`src/design/dac_ctrl_consts.svh`:
```
`ifndef DAC_CTRL_CONSTS_SVH
`define DAC_CTRL_CONSTS_SVH

// Channel layout of the DAC
`define DAC_CHANNELS        8
`define DAC_PAIRS           4  // Two channels per sample word

// Write slot timing in clk cycles
`define DAC_SLOT_CYCLES     42 // Start of one frame to start of the next
`define DAC_SPI_START_DELAY 7  // Slot start to n_cs falling

// SPI framing
`define SPI_FRAME_BITS      24
`define SPI_CMD_REG_WRITE   4'b0001 // Input register write, output updates on LDAC

// Command word fields
`define OPCODE_MSB          31
`define OPCODE_LSB          30
`define TRIG_BIT            29 // Wait for trigger instead of delay
`define CONT_BIT            28 // Another command must follow
`define LDAC_BIT            27 // Pulse LDAC when the command ends
`define DELAY_MSB           24
`define CAL_CH_MSB          18
`define CAL_CH_LSB          16

// Code limits
`define ABS_CAL_MAX         4096
`define DAC_CODE_MID        32767   // Offset code for zero volts
`define DAC_CODE_BAD        16'hFFFF
`define DAC_SIGNED_LIMIT    32767

`endif

```
`src/design/dac_cmd_pkg.sv`:
```
`default_nettype none
`include "dac_ctrl_consts.svh"

package dac_cmd_pkg;

  typedef logic [31:0] cmd_word_t; // One command-buffer word

  // Opcode in the top two bits of a command word
  typedef enum logic [1:0] {
    OP_NOP     = 2'b00, // Delay or trigger wait
    OP_DAC_WR  = 2'b01, // Followed by four sample words
    OP_SET_CAL = 2'b10,
    OP_CANCEL  = 2'b11  // Ends a delay or trigger wait without LDAC
  } opcode_e;

  typedef enum logic [2:0] {
    S_INIT      = 3'd0,
    S_IDLE      = 3'd1,
    S_DELAY     = 3'd2,
    S_TRIG_WAIT = 3'd3,
    S_DAC_WR    = 3'd4,
    S_ERROR     = 3'd5  // Held until reset
  } seq_state_e;

  typedef logic [`DELAY_MSB:0] delay_t; // Delay count in clk cycles
  typedef logic signed [15:0] cal_t;    // Per-channel calibration offset

endpackage

`default_nettype wire

```
`src/design/dac_spi_pkg.sv`:
```
`default_nettype none
`include "dac_ctrl_consts.svh"

package dac_spi_pkg;

  typedef logic [2:0] dac_ch_t;    // DAC channel 0 to 7
  typedef logic [1:0] pair_idx_t;  // Channel pair, even channel is 2*idx
  typedef logic [15:0] dac_code_t; // Offset-coded value, mid scale is zero

  // Calibrated value, one bit wider than the code to hold the overshoot
  typedef logic signed [16:0] dac_val_t;

  typedef logic [`SPI_FRAME_BITS-1:0] spi_frame_t; // Register-write frame

endpackage

`default_nettype wire

```
`src/design/dac_sample_if.sv`:
```
`timescale 1ns/1ns
`default_nettype none

interface dac_sample_if;
  import dac_cmd_pkg::*;
  import dac_spi_pkg::*;

  logic            sample_valid; // One strobe per popped sample word
  dac_code_t [1:0] sample_word;  // Element 0 is the even channel
  pair_idx_t       pair_idx;
  logic            cal_wr;       // Strobe for a set-calibration command
  dac_ch_t         cal_ch;
  cal_t            cal_val;
  logic            val_oob;      // Sticky flags back to the sequencer
  logic            cal_oob;

  modport seq (
    output sample_valid, sample_word, pair_idx, cal_wr, cal_ch, cal_val,
    input  val_oob, cal_oob
  );

  modport cal (
    input  sample_valid, sample_word, pair_idx, cal_wr, cal_ch, cal_val,
    output val_oob, cal_oob
  );

endinterface

`default_nettype wire

```
`src/design/dac_word_if.sv`:
```
`timescale 1ns/1ns
`default_nettype none

interface dac_word_if;
  import dac_spi_pkg::*;

  logic      word_valid; // Strobe, one calibrated pair ready
  pair_idx_t pair_idx;
  dac_code_t code_even;  // Offset code for channel 2*pair_idx
  dac_code_t code_odd;

  modport cal (output word_valid, pair_idx, code_even, code_odd);

  // Writer side, payload stays stable until the next strobe
  modport spi (input word_valid, pair_idx, code_even, code_odd);

endinterface

`default_nettype wire

```
`src/design/dac_cmd_sequencer.sv`:
```
`timescale 1ns/1ns
`default_nettype none
`include "dac_ctrl_consts.svh"

module dac_cmd_sequencer (
  input  wire                     clk,
  input  wire                     resetn,
  input  wire dac_cmd_pkg::cmd_word_t cmd_word,
  input  wire                     cmd_buf_empty,
  input  wire                     trigger,
  input  wire                     ldac_shared,
  input  wire                     pair_done,
  output logic                    cmd_word_rd_en,
  output logic                    setup_done,
  output logic                    waiting_for_trig,
  output logic                    ldac,
  output logic                    cmd_buf_underflow,
  output logic                    unexp_trig,
  output logic                    error_state,
  dac_sample_if.seq               sample
);
  import dac_cmd_pkg::*;

  seq_state_e state;
  seq_state_e state_nxt;
  seq_state_e fetch_state;  // State entered by the command at the buffer head
  opcode_e    cmd_op;
  logic       do_ldac;      // Flags of the running NOP or DAC write
  logic       wait_trig;
  logic       expect_next;
  delay_t     delay_cnt;
  logic [1:0] pair_cnt;     // Pair now in the pipeline or writer
  logic       sample_due;   // Pop a sample word this cycle
  logic       wait_end;
  logic       cmd_end;
  logic       fetch;
  logic       cancel_wait;
  logic       last_pair_done;
  logic       trig_err;
  logic       underflow_err;
  logic       go_err;
  logic       run;          // No error now or on the next edge

  assign cmd_op = opcode_e'(cmd_word[`OPCODE_MSB:`OPCODE_LSB]);

  // Delay or trigger wait finishes this cycle
  assign wait_end = (state == S_DELAY && delay_cnt == '0) ||
                    (state == S_TRIG_WAIT && trigger);
  assign cmd_end = (state == S_IDLE) || wait_end;
  assign fetch = cmd_end && !cmd_buf_empty; // Next command popped in the end cycle

  // A cancel at the head cuts a wait short
  assign cancel_wait = (state == S_DELAY || state == S_TRIG_WAIT) &&
                       !cmd_buf_empty && cmd_op == OP_CANCEL;

  assign last_pair_done = state == S_DAC_WR && pair_done &&
                          pair_cnt == 2'(`DAC_PAIRS - 1);

  // Error sources
  assign trig_err = (trigger && state != S_TRIG_WAIT) ||
                    (ldac_shared && state == S_DAC_WR);   // Shared LDAC mid-write
  assign underflow_err = cmd_buf_empty && ((wait_end && expect_next) || sample_due);
  assign go_err = trig_err || underflow_err || unexp_trig || cmd_buf_underflow ||
                  sample.cal_oob || sample.val_oob;
  assign run = state != S_ERROR && !go_err;

  assign cmd_word_rd_en = run && !cmd_buf_empty && (fetch || cancel_wait || sample_due);
  assign waiting_for_trig = state == S_TRIG_WAIT;
  assign error_state = state == S_ERROR;

  always_comb begin
    case (cmd_op)
      OP_NOP:    fetch_state = cmd_word[`TRIG_BIT] ? S_TRIG_WAIT : S_DELAY;
      OP_DAC_WR: fetch_state = S_DAC_WR;
      default:   fetch_state = S_IDLE; // Set-cal and cancel finish at once
    endcase
  end

  always_comb begin
    state_nxt = state;
    if (state != S_ERROR) begin
      if (go_err)
        state_nxt = S_ERROR;
      else if (state == S_INIT)
        state_nxt = S_IDLE;
      else if (cancel_wait)
        state_nxt = S_IDLE;
      else if (fetch)
        state_nxt = fetch_state;
      else if (last_pair_done)
        state_nxt = wait_trig ? S_TRIG_WAIT : S_DELAY; // Wait taken from the write cmd
      else if (wait_end)
        state_nxt = S_IDLE;                            // Ended on an empty buffer
    end
  end

  always_ff @(posedge clk) begin
    if (!resetn) begin
      state               <= S_INIT;
      setup_done          <= 1'b0;
      ldac                <= 1'b0;
      do_ldac             <= 1'b0;
      wait_trig           <= 1'b0;
      expect_next         <= 1'b0;
      delay_cnt           <= '0;
      pair_cnt            <= '0;
      sample_due          <= 1'b0;
      sample.sample_valid <= 1'b0;
      sample.cal_wr       <= 1'b0;
    end else begin
      state      <= state_nxt;
      setup_done <= state_nxt != S_INIT && state_nxt != S_ERROR;
      ldac       <= run && wait_end && do_ldac && !cancel_wait; // No pulse on cancel

      // First sample right after the write command, then one per finished pair
      sample_due <= run && ((fetch && cmd_op == OP_DAC_WR) ||
                            (state == S_DAC_WR && pair_done && !last_pair_done));
      sample.sample_valid <= run && sample_due && !cmd_buf_empty;
      sample.cal_wr       <= run && fetch && cmd_op == OP_SET_CAL;

      if (run && fetch && (cmd_op == OP_NOP || cmd_op == OP_DAC_WR)) begin
        do_ldac     <= cmd_word[`LDAC_BIT];
        wait_trig   <= cmd_word[`TRIG_BIT];
        expect_next <= cmd_word[`CONT_BIT];
        delay_cnt   <= cmd_word[`DELAY_MSB:0]; // Held through a DAC write
      end else if (state == S_DELAY && delay_cnt != '0) begin
        delay_cnt <= delay_cnt - 1'b1;
      end

      if (run && fetch && cmd_op == OP_DAC_WR)
        pair_cnt <= '0;
      else if (state == S_DAC_WR && pair_done)
        pair_cnt <= pair_cnt + 1'b1;
    end
  end

  // Payload toward the pipeline
  always_ff @(posedge clk) begin
    if (sample_due) begin
      sample.sample_word <= cmd_word;
      sample.pair_idx    <= pair_cnt;
    end
    if (fetch) begin
      sample.cal_ch  <= cmd_word[`CAL_CH_MSB:`CAL_CH_LSB];
      sample.cal_val <= cmd_word[15:0];
    end
  end

  // Sticky error flags
  always_ff @(posedge clk) begin
    if (!resetn) begin
      unexp_trig        <= 1'b0;
      cmd_buf_underflow <= 1'b0;
    end else begin
      if (trig_err)
        unexp_trig <= 1'b1;
      if (underflow_err)
        cmd_buf_underflow <= 1'b1;
    end
  end

endmodule

`default_nettype wire

```
`src/design/dac_cal_pipeline.sv`:
```
`timescale 1ns/1ns
`default_nettype none
`include "dac_ctrl_consts.svh"

module dac_cal_pipeline (
  input  wire       clk,
  input  wire       resetn,
  input  wire       error_state,
  output logic      cal_oob,
  output logic      dac_val_oob,
  dac_sample_if.cal sample,
  dac_word_if.cal   word
);
  import dac_cmd_pkg::*;
  import dac_spi_pkg::*;

  cal_t      cal_reg [`DAC_CHANNELS];
  logic      cal_ok;
  logic      code_bad;
  logic      s1_valid;   // Stage 1 holds a converted pair
  pair_idx_t s1_pair;
  dac_val_t  s1_even;
  dac_val_t  s1_odd;
  dac_ch_t   ch_even;
  dac_ch_t   ch_odd;
  dac_val_t  sum_even;
  dac_val_t  sum_odd;
  logic      sum_oob;

  // Offset code to signed, mid scale becomes zero
  function automatic dac_val_t to_signed(dac_code_t code);
    return $signed({1'b0, code}) - dac_val_t'(`DAC_CODE_MID);
  endfunction

  function automatic dac_code_t to_offset(dac_val_t val);
    dac_val_t shifted;
    shifted = val + dac_val_t'(`DAC_CODE_MID);
    return shifted[15:0];
  endfunction

  function automatic logic beyond_limit(dac_val_t val);
    return val > `DAC_SIGNED_LIMIT || val < -`DAC_SIGNED_LIMIT;
  endfunction

  // Calibration registers
  assign cal_ok = sample.cal_val <= `ABS_CAL_MAX && sample.cal_val >= -`ABS_CAL_MAX;

  always_ff @(posedge clk) begin
    if (!resetn) begin
      for (int i = 0; i < `DAC_CHANNELS; i++)
        cal_reg[i] <= '0;
      cal_oob <= 1'b0;
    end else if (sample.cal_wr && !error_state) begin
      if (cal_ok)
        cal_reg[sample.cal_ch] <= sample.cal_val;
      else
        cal_oob <= 1'b1; // Value dropped, register keeps its old setting
    end
  end

  // Stage 1, reject the forbidden code and convert
  assign code_bad = sample.sample_word[0] == `DAC_CODE_BAD ||
                    sample.sample_word[1] == `DAC_CODE_BAD;

  always_ff @(posedge clk) begin
    if (!resetn)
      s1_valid <= 1'b0;
    else
      s1_valid <= sample.sample_valid && !code_bad && !error_state;
  end

  always_ff @(posedge clk) begin
    if (sample.sample_valid) begin
      s1_pair <= sample.pair_idx;
      s1_even <= to_signed(sample.sample_word[0]);
      s1_odd  <= to_signed(sample.sample_word[1]);
    end
  end

  // Stage 2, add the channel calibration
  assign ch_even  = {s1_pair, 1'b0};
  assign ch_odd   = {s1_pair, 1'b1};
  assign sum_even = s1_even + dac_val_t'(cal_reg[ch_even]); // Sign-extended offset
  assign sum_odd  = s1_odd + dac_val_t'(cal_reg[ch_odd]);
  assign sum_oob  = beyond_limit(sum_even) || beyond_limit(sum_odd);

  always_ff @(posedge clk) begin
    if (!resetn) begin
      word.word_valid <= 1'b0;
      dac_val_oob     <= 1'b0;
    end else begin
      word.word_valid <= s1_valid && !sum_oob && !error_state;
      if ((sample.sample_valid && code_bad) || (s1_valid && sum_oob))
        dac_val_oob <= 1'b1; // Sticky, the sequencer stops on it
    end
  end

  always_ff @(posedge clk) begin
    if (s1_valid) begin
      word.pair_idx  <= s1_pair;
      word.code_even <= to_offset(sum_even);
      word.code_odd  <= to_offset(sum_odd);
    end
  end

  assign sample.cal_oob = cal_oob;
  assign sample.val_oob = dac_val_oob;

endmodule

`default_nettype wire

```
`src/design/dac_spi_writer.sv`:
```
`timescale 1ns/1ns
`default_nettype none
`include "dac_ctrl_consts.svh"

module dac_spi_writer (
  input  wire       clk,
  input  wire       resetn,
  input  wire       error_state,
  output logic      n_cs,
  output logic      mosi,
  output logic      pair_done,
  dac_word_if.spi   word
);
  import dac_spi_pkg::*;

  logic       busy;       // Pair slot in progress
  logic [6:0] slot_cnt;   // Cycles since word_valid
  logic [4:0] bit_cnt;    // Bits left after the current one
  spi_frame_t shreg;
  pair_idx_t  pair_q;
  dac_code_t  code_even_q;
  dac_code_t  code_odd_q;
  logic       start_even;
  logic       start_odd;
  logic       slot_end;

  // Command nibble, zero bit, channel, code
  function automatic spi_frame_t make_frame(dac_ch_t ch, dac_code_t code);
    return {`SPI_CMD_REG_WRITE, 1'b0, ch, code};
  endfunction

  assign start_even = busy && slot_cnt == 7'(`DAC_SPI_START_DELAY - 1);
  assign start_odd  = busy && slot_cnt == 7'(`DAC_SPI_START_DELAY + `DAC_SLOT_CYCLES - 1);
  assign slot_end   = busy && slot_cnt == 7'(2 * `DAC_SLOT_CYCLES - 1);
  assign mosi       = shreg[`SPI_FRAME_BITS-1]; // MSB first

  // Slot timer
  always_ff @(posedge clk) begin
    if (!resetn || error_state) begin
      busy      <= 1'b0;
      slot_cnt  <= '0;
      pair_done <= 1'b0;
    end else begin
      pair_done <= slot_end;
      if (word.word_valid) begin
        busy     <= 1'b1;
        slot_cnt <= 7'd1;
      end else if (busy) begin
        if (slot_end)
          busy <= 1'b0;
        slot_cnt <= slot_cnt + 1'b1;
      end
    end
  end

  always_ff @(posedge clk) begin
    if (word.word_valid) begin
      pair_q      <= word.pair_idx;
      code_even_q <= word.code_even;
      code_odd_q  <= word.code_odd;
    end
  end

  // Shift register and chip select
  always_ff @(posedge clk) begin
    if (!resetn || error_state) begin
      n_cs    <= 1'b1;
      bit_cnt <= '0;
      shreg   <= '0;
    end else if (start_even || start_odd) begin
      n_cs    <= 1'b0;
      bit_cnt <= 5'(`SPI_FRAME_BITS - 1);
      shreg   <= start_even ? make_frame({pair_q, 1'b0}, code_even_q)
                            : make_frame({pair_q, 1'b1}, code_odd_q);
    end else if (!n_cs) begin
      shreg <= shreg << 1;
      if (bit_cnt == '0)
        n_cs <= 1'b1; // Last bit done
      else
        bit_cnt <= bit_cnt - 1'b1;
    end
  end

endmodule

`default_nettype wire

```
`src/design/ad5676_dac_ctrl.sv`:
```
`timescale 1ns/1ns
`default_nettype none

module ad5676_dac_ctrl (
  input  wire                     clk,
  input  wire                     resetn,
  input  wire dac_cmd_pkg::cmd_word_t cmd_word,
  input  wire                     cmd_buf_empty,
  input  wire                     trigger,
  input  wire                     ldac_shared,
  output logic                    cmd_word_rd_en,
  output logic                    setup_done,
  output logic                    waiting_for_trig,
  output logic                    cmd_buf_underflow,
  output logic                    unexp_trig,
  output logic                    cal_oob,
  output logic                    dac_val_oob,
  output logic                    n_cs,
  output logic                    mosi,
  output logic                    ldac
);

  logic pair_done;   // Writer finished both frames of a pair
  logic error_state;

  dac_sample_if u_sample_if ();
  dac_word_if   u_word_if ();

  dac_cmd_sequencer u_seq (
    .clk               (clk),
    .resetn            (resetn),
    .cmd_word          (cmd_word),
    .cmd_buf_empty     (cmd_buf_empty),
    .trigger           (trigger),
    .ldac_shared       (ldac_shared),
    .pair_done         (pair_done),
    .cmd_word_rd_en    (cmd_word_rd_en),
    .setup_done        (setup_done),
    .waiting_for_trig  (waiting_for_trig),
    .ldac              (ldac),
    .cmd_buf_underflow (cmd_buf_underflow),
    .unexp_trig        (unexp_trig),
    .error_state       (error_state),
    .sample            (u_sample_if.seq)
  );

  dac_cal_pipeline u_cal (
    .clk         (clk),
    .resetn      (resetn),
    .error_state (error_state),
    .cal_oob     (cal_oob),
    .dac_val_oob (dac_val_oob),
    .sample      (u_sample_if.cal),
    .word        (u_word_if.cal)
  );

  dac_spi_writer u_spi (
    .clk         (clk),
    .resetn      (resetn),
    .error_state (error_state),
    .n_cs        (n_cs),
    .mosi        (mosi),
    .pair_done   (pair_done),
    .word        (u_word_if.spi)
  );

endmodule

`default_nettype wire

```
`config.mk`:
```
export PLATFORM = sky130hd
export DESIGN_NAME = ad5676_dac_ctrl
export DESIGN_NICKNAME = d
export VERILOG_FILES = /design/src/design/dac_cmd_pkg.sv /design/src/design/dac_spi_pkg.sv /design/src/design/dac_sample_if.sv /design/src/design/dac_word_if.sv /design/src/design/dac_cmd_sequencer.sv /design/src/design/dac_cal_pipeline.sv /design/src/design/dac_spi_writer.sv /design/src/design/ad5676_dac_ctrl.sv
export VERILOG_INCLUDE_DIRS = /design/src /design/src/design
export SDC_FILE = /design/constraint.sdc
export NUM_CORES = 1
export LEC_CHECK = 0
export BUFFER_PORTS_ARGS = -buffer_cell sky130_fd_sc_hd__buf_4
export CORE_AREA = 4 4 220 222
export CTS_CLUSTER_DIAMETER = 80
export DETAILED_ROUTE_END_ITERATION = 6
export DIE_AREA = 0 0 224 226
export GPL_ROUTABILITY_DRIVEN = 0
export PLACE_DENSITY = 0.53
export REMOVE_ABC_BUFFERS = 1
export SYNTH_ARGS = -nofsm -noshare
export SYNTH_HDL_FRONTEND = slang
export SYNTH_SLANG_ARGS = --single-unit
```
`constraint.sdc`:
```
create_clock -name clk -period 8.1 [get_ports clk]
set_input_delay 1.62 -clock clk [delete_from_list [all_inputs] [get_ports clk]]
set_output_delay 1.62 -clock clk [all_outputs]
set_load 0.01 [all_outputs]
```
---- After elaboration in Yosys (flattened, before gate mapping) ----
Memory sizes are Yosys's and may differ from the RTL's. A register that Yosys moved wholly into a read port is not among the register bits.
Cells that the tools add are included.
storage, ports and cells
  bits in registers ....................... 240
  memory bits (writable) .................. 128
  input bits .............................. 37
  logic and storage cells ................. 198
  memories kept ........................... 1
cells by class
  add/subtract/negate cells ............... 10
  magnitude comparators ................... 6
  equality and inequality tests ........... 19
  multiplexer cells ....................... 36
  bitwise gates (word level) .............. 4
  reductions and logical operators ........ 83
memory list
  memory         depth  width  rd ports  clocked after memory_dff  wr ports  RTL line                text
  u_cal.cal_reg  8      16     2         2                         8         dac_cal_pipeline.sv:17  cal_t cal_reg [`DAC_CHANNELS];
operators with widths
  cell                      number
  $mux W25                  2
  $mux W24                  2
  $logic_and A1 B1 Y1       39
  $add A17 B16 Y17          2
  $gt A17 B16 Y1 const B    2
  $lt A17 B16 Y1 const B    2
  $sub A16 B15 Y17 const B  2
  $add A16 B16 Y16 const B  2
  $eq A16 B16 Y1 const B    2
  $mux W3                   10
  $logic_not A25 Y1         1
  $reduce_bool A25 Y1       1
  $sub A25 B1 Y25 const B   1
  $logic_or A1 B1 Y1        21
  $mux W17                  1
  $ge A16 B13 Y1 const B    1
  $le A16 B14 Y1 const B    1
  $mux W1                   16
  $mux W16                  1
  $reduce_or A16 Y1         1
  $mux W5                   3
  $logic_not A1 Y1          8
  $add A7 B1 Y7 const B     1
  $eq A7 B3 Y1 const B      1
  other kinds (22)          35

---- Longest topological paths before layout ----
Gate-level depths: netlist (run 1).
  depth after elaboration ................. 16
  gate-level depth with buffers ........... 15
  depth with buffers taken out ............ 13

---- Hierarchy ----
A second synthesis (run 1) with hierarchy kept.
unflattened totals
  cell total of the unflattened synthesis .. 1,396
  area total of the unflattened synthesis .. 17,556.8 um2
modules (own cells, without submodules)
  module             times used  cells each  area each (um2)
  dac_cal_pipeline   1           827         10,772.8
  dac_cmd_sequencer  1           319         3,773.6
  dac_spi_writer     1           250         3,010.4

---- Worst setup path before layout (run 1) ----
Ideal clock, no wire load.
  path type ............................... register to register
  from .................................... register with a tool-made name
  to ...................................... register u_cal.word.word_valid
  library setup time ...................... 0.118 ns
  data arrival time ....................... 4.310 ns
  required time ........................... 7.982 ns
  slack ................................... 3.672 ns
  stages on the path, launching flop included .. 15
  buffers on the path ..................... 2
  cell sequence ........................... dfxtp_1 > clkbuf_1 > buf_1 > mux4_2 > ha_1 > fa_1 > a21o_1 > a221oi_2 > o21ai_1 > o41ai_2 > xnor2_1 > or4_1 > o2111ai_1 > o31ai_1 > and4_1
RTL lines
  item                  RTL line                text
  to (signal assigned)  dac_cal_pipeline.sv:92  word.word_valid <= s1_valid && !sum_oob && !error_state;
  to (decl)             dac_word_if.sv:12       modport cal (output word_valid, pair_idx, code_even, code_odd);

---- Worst setup path after layout (run 1) ----
  from .................................... register u_seq.delay_cnt[0]
  to ...................................... output cmd_word_rd_en
RTL lines
  item                              RTL line                  text
  from (decl)                       dac_cmd_sequencer.sv:31   delay_t delay_cnt;
  from (signal assigned)            dac_cmd_sequencer.sv:125  delay_cnt <= cmd_word[`DELAY_MSB:0];
  from (signal assigned)            dac_cmd_sequencer.sv:127  delay_cnt <= delay_cnt - 1'b1;
  $logic_not A25 Y1                 dac_cmd_sequencer.sv:47   assign wait_end = (state == S_DELAY && delay_cnt == '0) ||
  $logic_and A1 B1 Y1               dac_cmd_sequencer.sv:47
  $logic_or A1 B1 Y1                dac_cmd_sequencer.sv:47
  $logic_or A1 B1 Y1                dac_cmd_sequencer.sv:49   assign cmd_end = (state == S_IDLE) || wait_end;
  $logic_and A1 B1 Y1               dac_cmd_sequencer.sv:50   assign fetch = cmd_end && !cmd_buf_empty;
  named net u_seq.fetch             dac_cmd_sequencer.sv:36   logic fetch;
  $logic_or A1 B1 Y1 (2 in series)  dac_cmd_sequencer.sv:67   assign cmd_word_rd_en = run && !cmd_buf_empty && (fetch || cancel_wait || sample_due);
  $logic_and A1 B1 Y1               dac_cmd_sequencer.sv:67
  to (decl)                         ad5676_dac_ctrl.sv:11     output logic cmd_word_rd_en,
The timed path passes the listed nets, and every way through them passes these cells.

==> impl_metrics.ini, run 1 <==
[worst_setup_path]
critPathKind = flip-flop to output port
critPathLaunch = u_seq.delay_cnt[0]
cp.arrival_ns = 3.71
endpoint_kind = output port
crit_fanout = 20
critical_path_required_ns = 6.48
start_kind = flip-flop

[drt]
totalWireLength_mm = 39.1
post-route-drc-count = 0
post_drt_wl_per_cell_um = 18.6
num_vias = 10842
postRouteAntennaNets = 0
first_iter_violations = 631
first_pass_iters = 5
post_drt_via_cell_ratio = 5.16

[cts]
clockBufferDepth = 3
post-cts-setup-buffer-count = 0
clkLatencyLatePin_ns = 0.56
htreeDepth = 2
cts_resized = 0
cts_buffers = 43
clkTransAtPathRegs_ns = 0.05
cts_tree = done
cts-root-buf = clkbuf_16
ctsHoldBuffers = 0
cts.sinks = 370

[cells_and_area]
layout_commonest_cell = edfxtp_1
area_growth_pct = 14.0
final_cell_mix = 285 x edfxtp_1, 138 x and2_1, 121 x nor2_1
n_antenna_cell = 0
drive_gt1_share_pct = 13.4
nNetsFinal = 1546
largest_reg_flops = 128

[die]
dieHeight_um = 226
dieArea_um2 = 50600
num_rows = 79
coreArea_um2 = 46400
die_w_um = 224
start_util_pct = 37.7
io_pins = 47

[run_status]
status = complete, no violations

[grt]
grt_pass1_vias = 10885
grt_pass1_wl_mm = 62.0
track_usage_pct = 15.6
antenna_found_initial = 0
grt_max_degree = 43
grt_overflow = 0

[yosys]
seq_area_frac_synth_pct = 58.7
synth_area_um2 = 17500
synth_cell_types = 84
synth.area.top_cells = edfxtp_1 49%, dfxtp_1 9.7%, and2_1 4.9%, mux4_2 4.1%, ha_1 3.2%
yosysWarnings = 0
async_flop_share_pct = 0
netlist_instances = 1409
synth_edf_count = 285
synth_top_area_share_pct = 48.9
synth_ff_type = edfxtp_1
ys_ff_latch = 370
avgSynthCellArea_um2 = 12.4
synth_area_leader_cell = edfxtp_1

[sta]
rsz0062_at_grt = no
hold_viol = 0
skew_ns = 0.0222
setup_tns_ns = 0
maxSlewHeadroom_pct = 19.3
finalCritPeriodShare_pct = 65.8
worst_slack_ns = 2.77
final_max_slew_viol_count = 0
worst_pin_slew_ns = 1.20
fin_crit_ns = 5.33
max_freq_ghz = 0.188
setup_viol = 0

[power]
pwr-share-seq_pct = 49.5
combPwrFrac_pct = 3.9
clkPwrFrac_pct = 46.6
power_density_nw_per_um2 = 211
leakage_nw = 7.29
switching_share_pct = 21.1
p_int_mw = 3.32
power.switching_uw = 889
vdd_drop_max_v = 0.000174

[worst_hold_path]
hold_class = flip-flop to flip-flop
min_from = u_cal.word.code_odd[7]

[placed_design]
port_buffers = 46
place_ws_ns = 3.18
post-dp-hpwl_mm = 27.7

[flow_run]
maxCapViolations = 0
## kinds of logic (layout without fill, tap and decap cells)
kind of cell | count (synthesis) | count (layout) | share of synthesized area, %
XOR/XNOR | 96 | 96 | 4.81
multiplexers | 62 | 62 | 5.86
buffers and inverters | 92 | 178 | 2.10
AND/OR/NAND/NOR | 533 | 533 | 16.7
adder cells (fa/ha/maj) | 47 | 47 | 3.45
flip-flops | 370 | 370 | 58.7
AO/OA/AOI/OAI | 209 | 209 | 8.45
## path summary, 6_finish.rpt
kind / to / slack [ns] / cells past startpoint
setup / recovery: cmd_word_rd_en / 2.77 / 10
hold / removal: u_spi.code_odd_q[7] / 0.42 / 0
setup reg to reg: u_cal.word.word_valid / 3.26 / 12
hold reg to reg: u_spi.code_odd_q[7] / 0.42 / 0
## metal layers
layer,GRT usage [%],vias up,share of wire [%]
li1,-,5351,-
met1,21.3,5249,46
met2,25.7,188,48
met3,2.26,54,3.6
met4,5.15,0,2.7
met5,0,-,0
## power by group through the flow
stage	combinational [mW]	sequential, mW	clock [mW]
final	0.166	2.08	1.96
after global routing	0.185	2.08	2.10
after CTS	0.168	2.08	2.02
after detailed placement	0.168	2.12	0
after global placement	0.167	2.12	0
after floorplan	0.108	2.11	0
## critical path, stage by stage, from the launching register on
cell and delay, ns:
dfxtp_1 0.32, inv_1 0.08, ha_1 0.17, or3b_1 0.41, nor3_1 0.45, nand4_2 0.33
o31ai_2 0.29, nand2_1 0.15, inv_1 0.60, o31a_1 0.23, buf_4 0.12
## synth_stat cells (all sizes together), types with 8 or more instances
master,count
xor2,37
clkbuf,40
or2,8
a211oi,35
xnor2,59
inv,39
nand2,59
nor2b,13
mux2i,27
ha,45
edfxtp,285
buf,13
mux4,32
o21ai,30
nand3,39
and3,23
nand2b,15
o21a,12
a21o,13
a31oi,8
nor3,40
and2,138
dfxtp,85
nor2,121
a21oi,56
nor4,17
nand4,11
## metrics by stage
stage / hold slack (ns) / area (um2) / power [mW] / instances / utilization [%]
floorplan: 0.400 / 17300 / 2.22 / 1356 / -
global placement: 0.401 / 18500 / 2.29 / 2024 / 39.9
detailed placement: 0.405 / 18500 / 2.29 / 2024 / 39.9
CTS: 0.417 / 19900 / 4.27 / 2102 / 43.0
global route: 0.420 / 19900 / 4.37 / 2102 / 43.0
finish: 0.416 / 19900 / 4.21 / 2102 / 43.0
## layout make-up
| type | count | area [um2] |
|---|---|---|
| clock buffers | 60 | 1190 |
| clock inverters | 18 | 254 |
| fillers | 4244 | 26400 |
| inverters | 39 | 146 |
| multi-input cells | 947 | 6870 |
| flip-flops and latches | 370 | 10300 |
| well taps | 607 | 759 |
| repair buffers | 61 | 458 |
No activity file was read; power rests on OpenSTA's default activity.
==> run 2: changes to the inputs <==
PLACE_DENSITY = 0.55   (was 0.53)
clock period = 4.7 ns   (was 8.1 ns; I/O delays follow)
==> impl_metrics.ini, run 2 (synthesized netlist as in run 1, its figures left out) <==
[run_status]
status = complete, no violations

[cells_and_area]
fin_util_pct = 43.6
area_growth_pct = 15.5
nNetsFinal = 1568
final_cell_mix = 285 x edfxtp_1, 138 x and2_1, 121 x nor2_1
n_antenna_cell = 0
fin_cells = 2126
largest_reg_flops = 128
drive_gt1_share_pct = 14.9
layout_commonest_cell = edfxtp_1
fill_cells = 4221

[sta]
skew_ns = 0.0240
setup_viol = 0
fin_crit_ns = 4.28
finalCritPeriodShare_pct = 91.0
rsz0062_at_grt = no
final_max_slew_viol_count = 0
hold_viol = 0
maxSlewHeadroom_pct = 25.5
worst_pin_slew_ns = 1.11
max_freq_ghz = 0.234

[drt]
post-route-drc-count = 0
post_drt_via_cell_ratio = 5.17
postRouteAntennaNets = 0
num_vias = 10981
totalWireLength_mm = 38.8
post_drt_wl_per_cell_um = 18.3
first_iter_violations = 689
first_pass_iters = 5

[power]
power_density_nw_per_um2 = 368
vdd_drop_max_v = 0.000264
combPwrFrac_pct = 3.9
power.switching_mw = 1.58
total_power_mw = 7.43
switching_share_pct = 21.3
pwr-share-seq_pct = 48.3
leakage_nw = 7.47
clkPwrFrac_pct = 47.8
p_int_mw = 5.85

[die]
dieArea_um2 = 50600
num_rows = 79
start_util_pct = 37.7
io_pins = 47
die_w_um = 224
coreArea_um2 = 46400
dieHeight_um = 226

[cts]
cts-root-buf = clkbuf_16
cts_tree = done
cts_resized = 0
clkLatencyLatePin_ns = 0.57
cts.sinks = 370
clockBufferDepth = 3
ctsHoldBuffers = 0
post-cts-setup-buffer-count = 0
htreeDepth = 2
cts_buffers = 43
clkTransAtPathRegs_ns = 0.06

[flow_run]
maxCapViolations = 0

[placed_design]
dp.cells = 2046
post-dp-hpwl_mm = 27.8
port_buffers = 46

[worst_setup_path]
worstSetupEndpoint = u_cal.word.word_valid
rr_worst_depth = 12
cp.arrival_ns = 4.73
reg2reg_setup_slack_ns = 0.42
crit_fanout = 11
start_kind = flip-flop
critical_path_required_ns = 5.16
endpoint_kind = flip-flop
r2r_end = u_cal.word.word_valid
critPathKind = flip-flop to flip-flop

[grt]
antenna_found_initial = 0
grt_pass1_vias = 11173
grt_max_degree = 43
track_usage_pct = 15.5
grt_pass1_wl_mm = 61.6
grt_overflow = 0

[worst_hold_path]
hold_class = flip-flop to flip-flop
run 2: routing by layer:
metal	vias to the layer above	track usage, %	part of all wire (%)
met1	5299	20.5	44
met4	0	4.69	2.7
met5	-	0	0
li1	5393	-	-
met2	224	26.1	48
met3	65	2.96	4.9
run 2: cell type report:
class	count	area (um2)	share of cell area [%]
Multi-Input combinational cell	947	6870	34.0
Inverter	39	146	0.725
Sequential cell	370	10300	50.8
Clock inverter	22	333	1.65
Tap cell	607	759	3.76
Clock buffer	58	1210	6.00
Timing Repair Buffer	83	623	3.08
run 2: power groups by stage:
stage          Combinational (mW)  Sequential, mW  Clock [mW]
2_1_floorplan               0.186            3.64           0
3_3_place_gp                0.293            3.66           0
3_5_place_dp                0.296            3.66           0
4_1_cts                     0.297            3.59        3.66
5_1_grt                     0.325            3.59        3.80
6_report                    0.293            3.59        3.55
run 2: through the flow:
step / hold WS [ns] / instance area (um2) / setup TNS (ns) / worst slack (ns)
5_1_grt: 0.418 / 20200 / 0 / 0.132
3_5_place_dp: 0.405 / 18700 / 0 / 0.442
6_report: 0.411 / 20200 / 0 / 0.423
4_1_cts: 0.404 / 20200 / 0 / 0.424
3_3_place_gp: 0.405 / 18700 / 0 / 0.452
2_1_floorplan: 0.400 / 17300 / -0.523 / -0.211
run 2: how the worst min path moves through the flow:
stage | startpoint | end | slack [ns] | cells after the start
finish | u_cal.word.code_odd[10] | u_spi.code_odd_q[10] | 0.41 | 0
CTS | u_cal.word.code_odd[10] | u_spi.code_odd_q[10] | 0.40 | 0
floorplan | u_cal.word.code_even[0] | u_spi.code_even_q[0] | 0.40 | 0
global route | u_cal.word.code_even[4] | u_spi.code_even_q[4] | 0.42 | 0
global placement | u_cal.word.code_odd[15] | u_spi.code_odd_q[15] | 0.40 | 0
detailed placement | u_cal.word.code_odd[10] | u_spi.code_odd_q[10] | 0.40 | 0
run 2: critical path: stages, from the launching register on:
cell      delay, ns
dfxtp_2        0.49
buf_4          0.32
mux4_2         0.53
ha_1           0.38
a21o_1         0.27
a211oi_2       0.23
nor3_1         0.13
or4_1          0.49
a21o_1         0.22
or3b_4         0.41
nor4_4         0.31
o22ai_1        0.16
and4_1         0.22
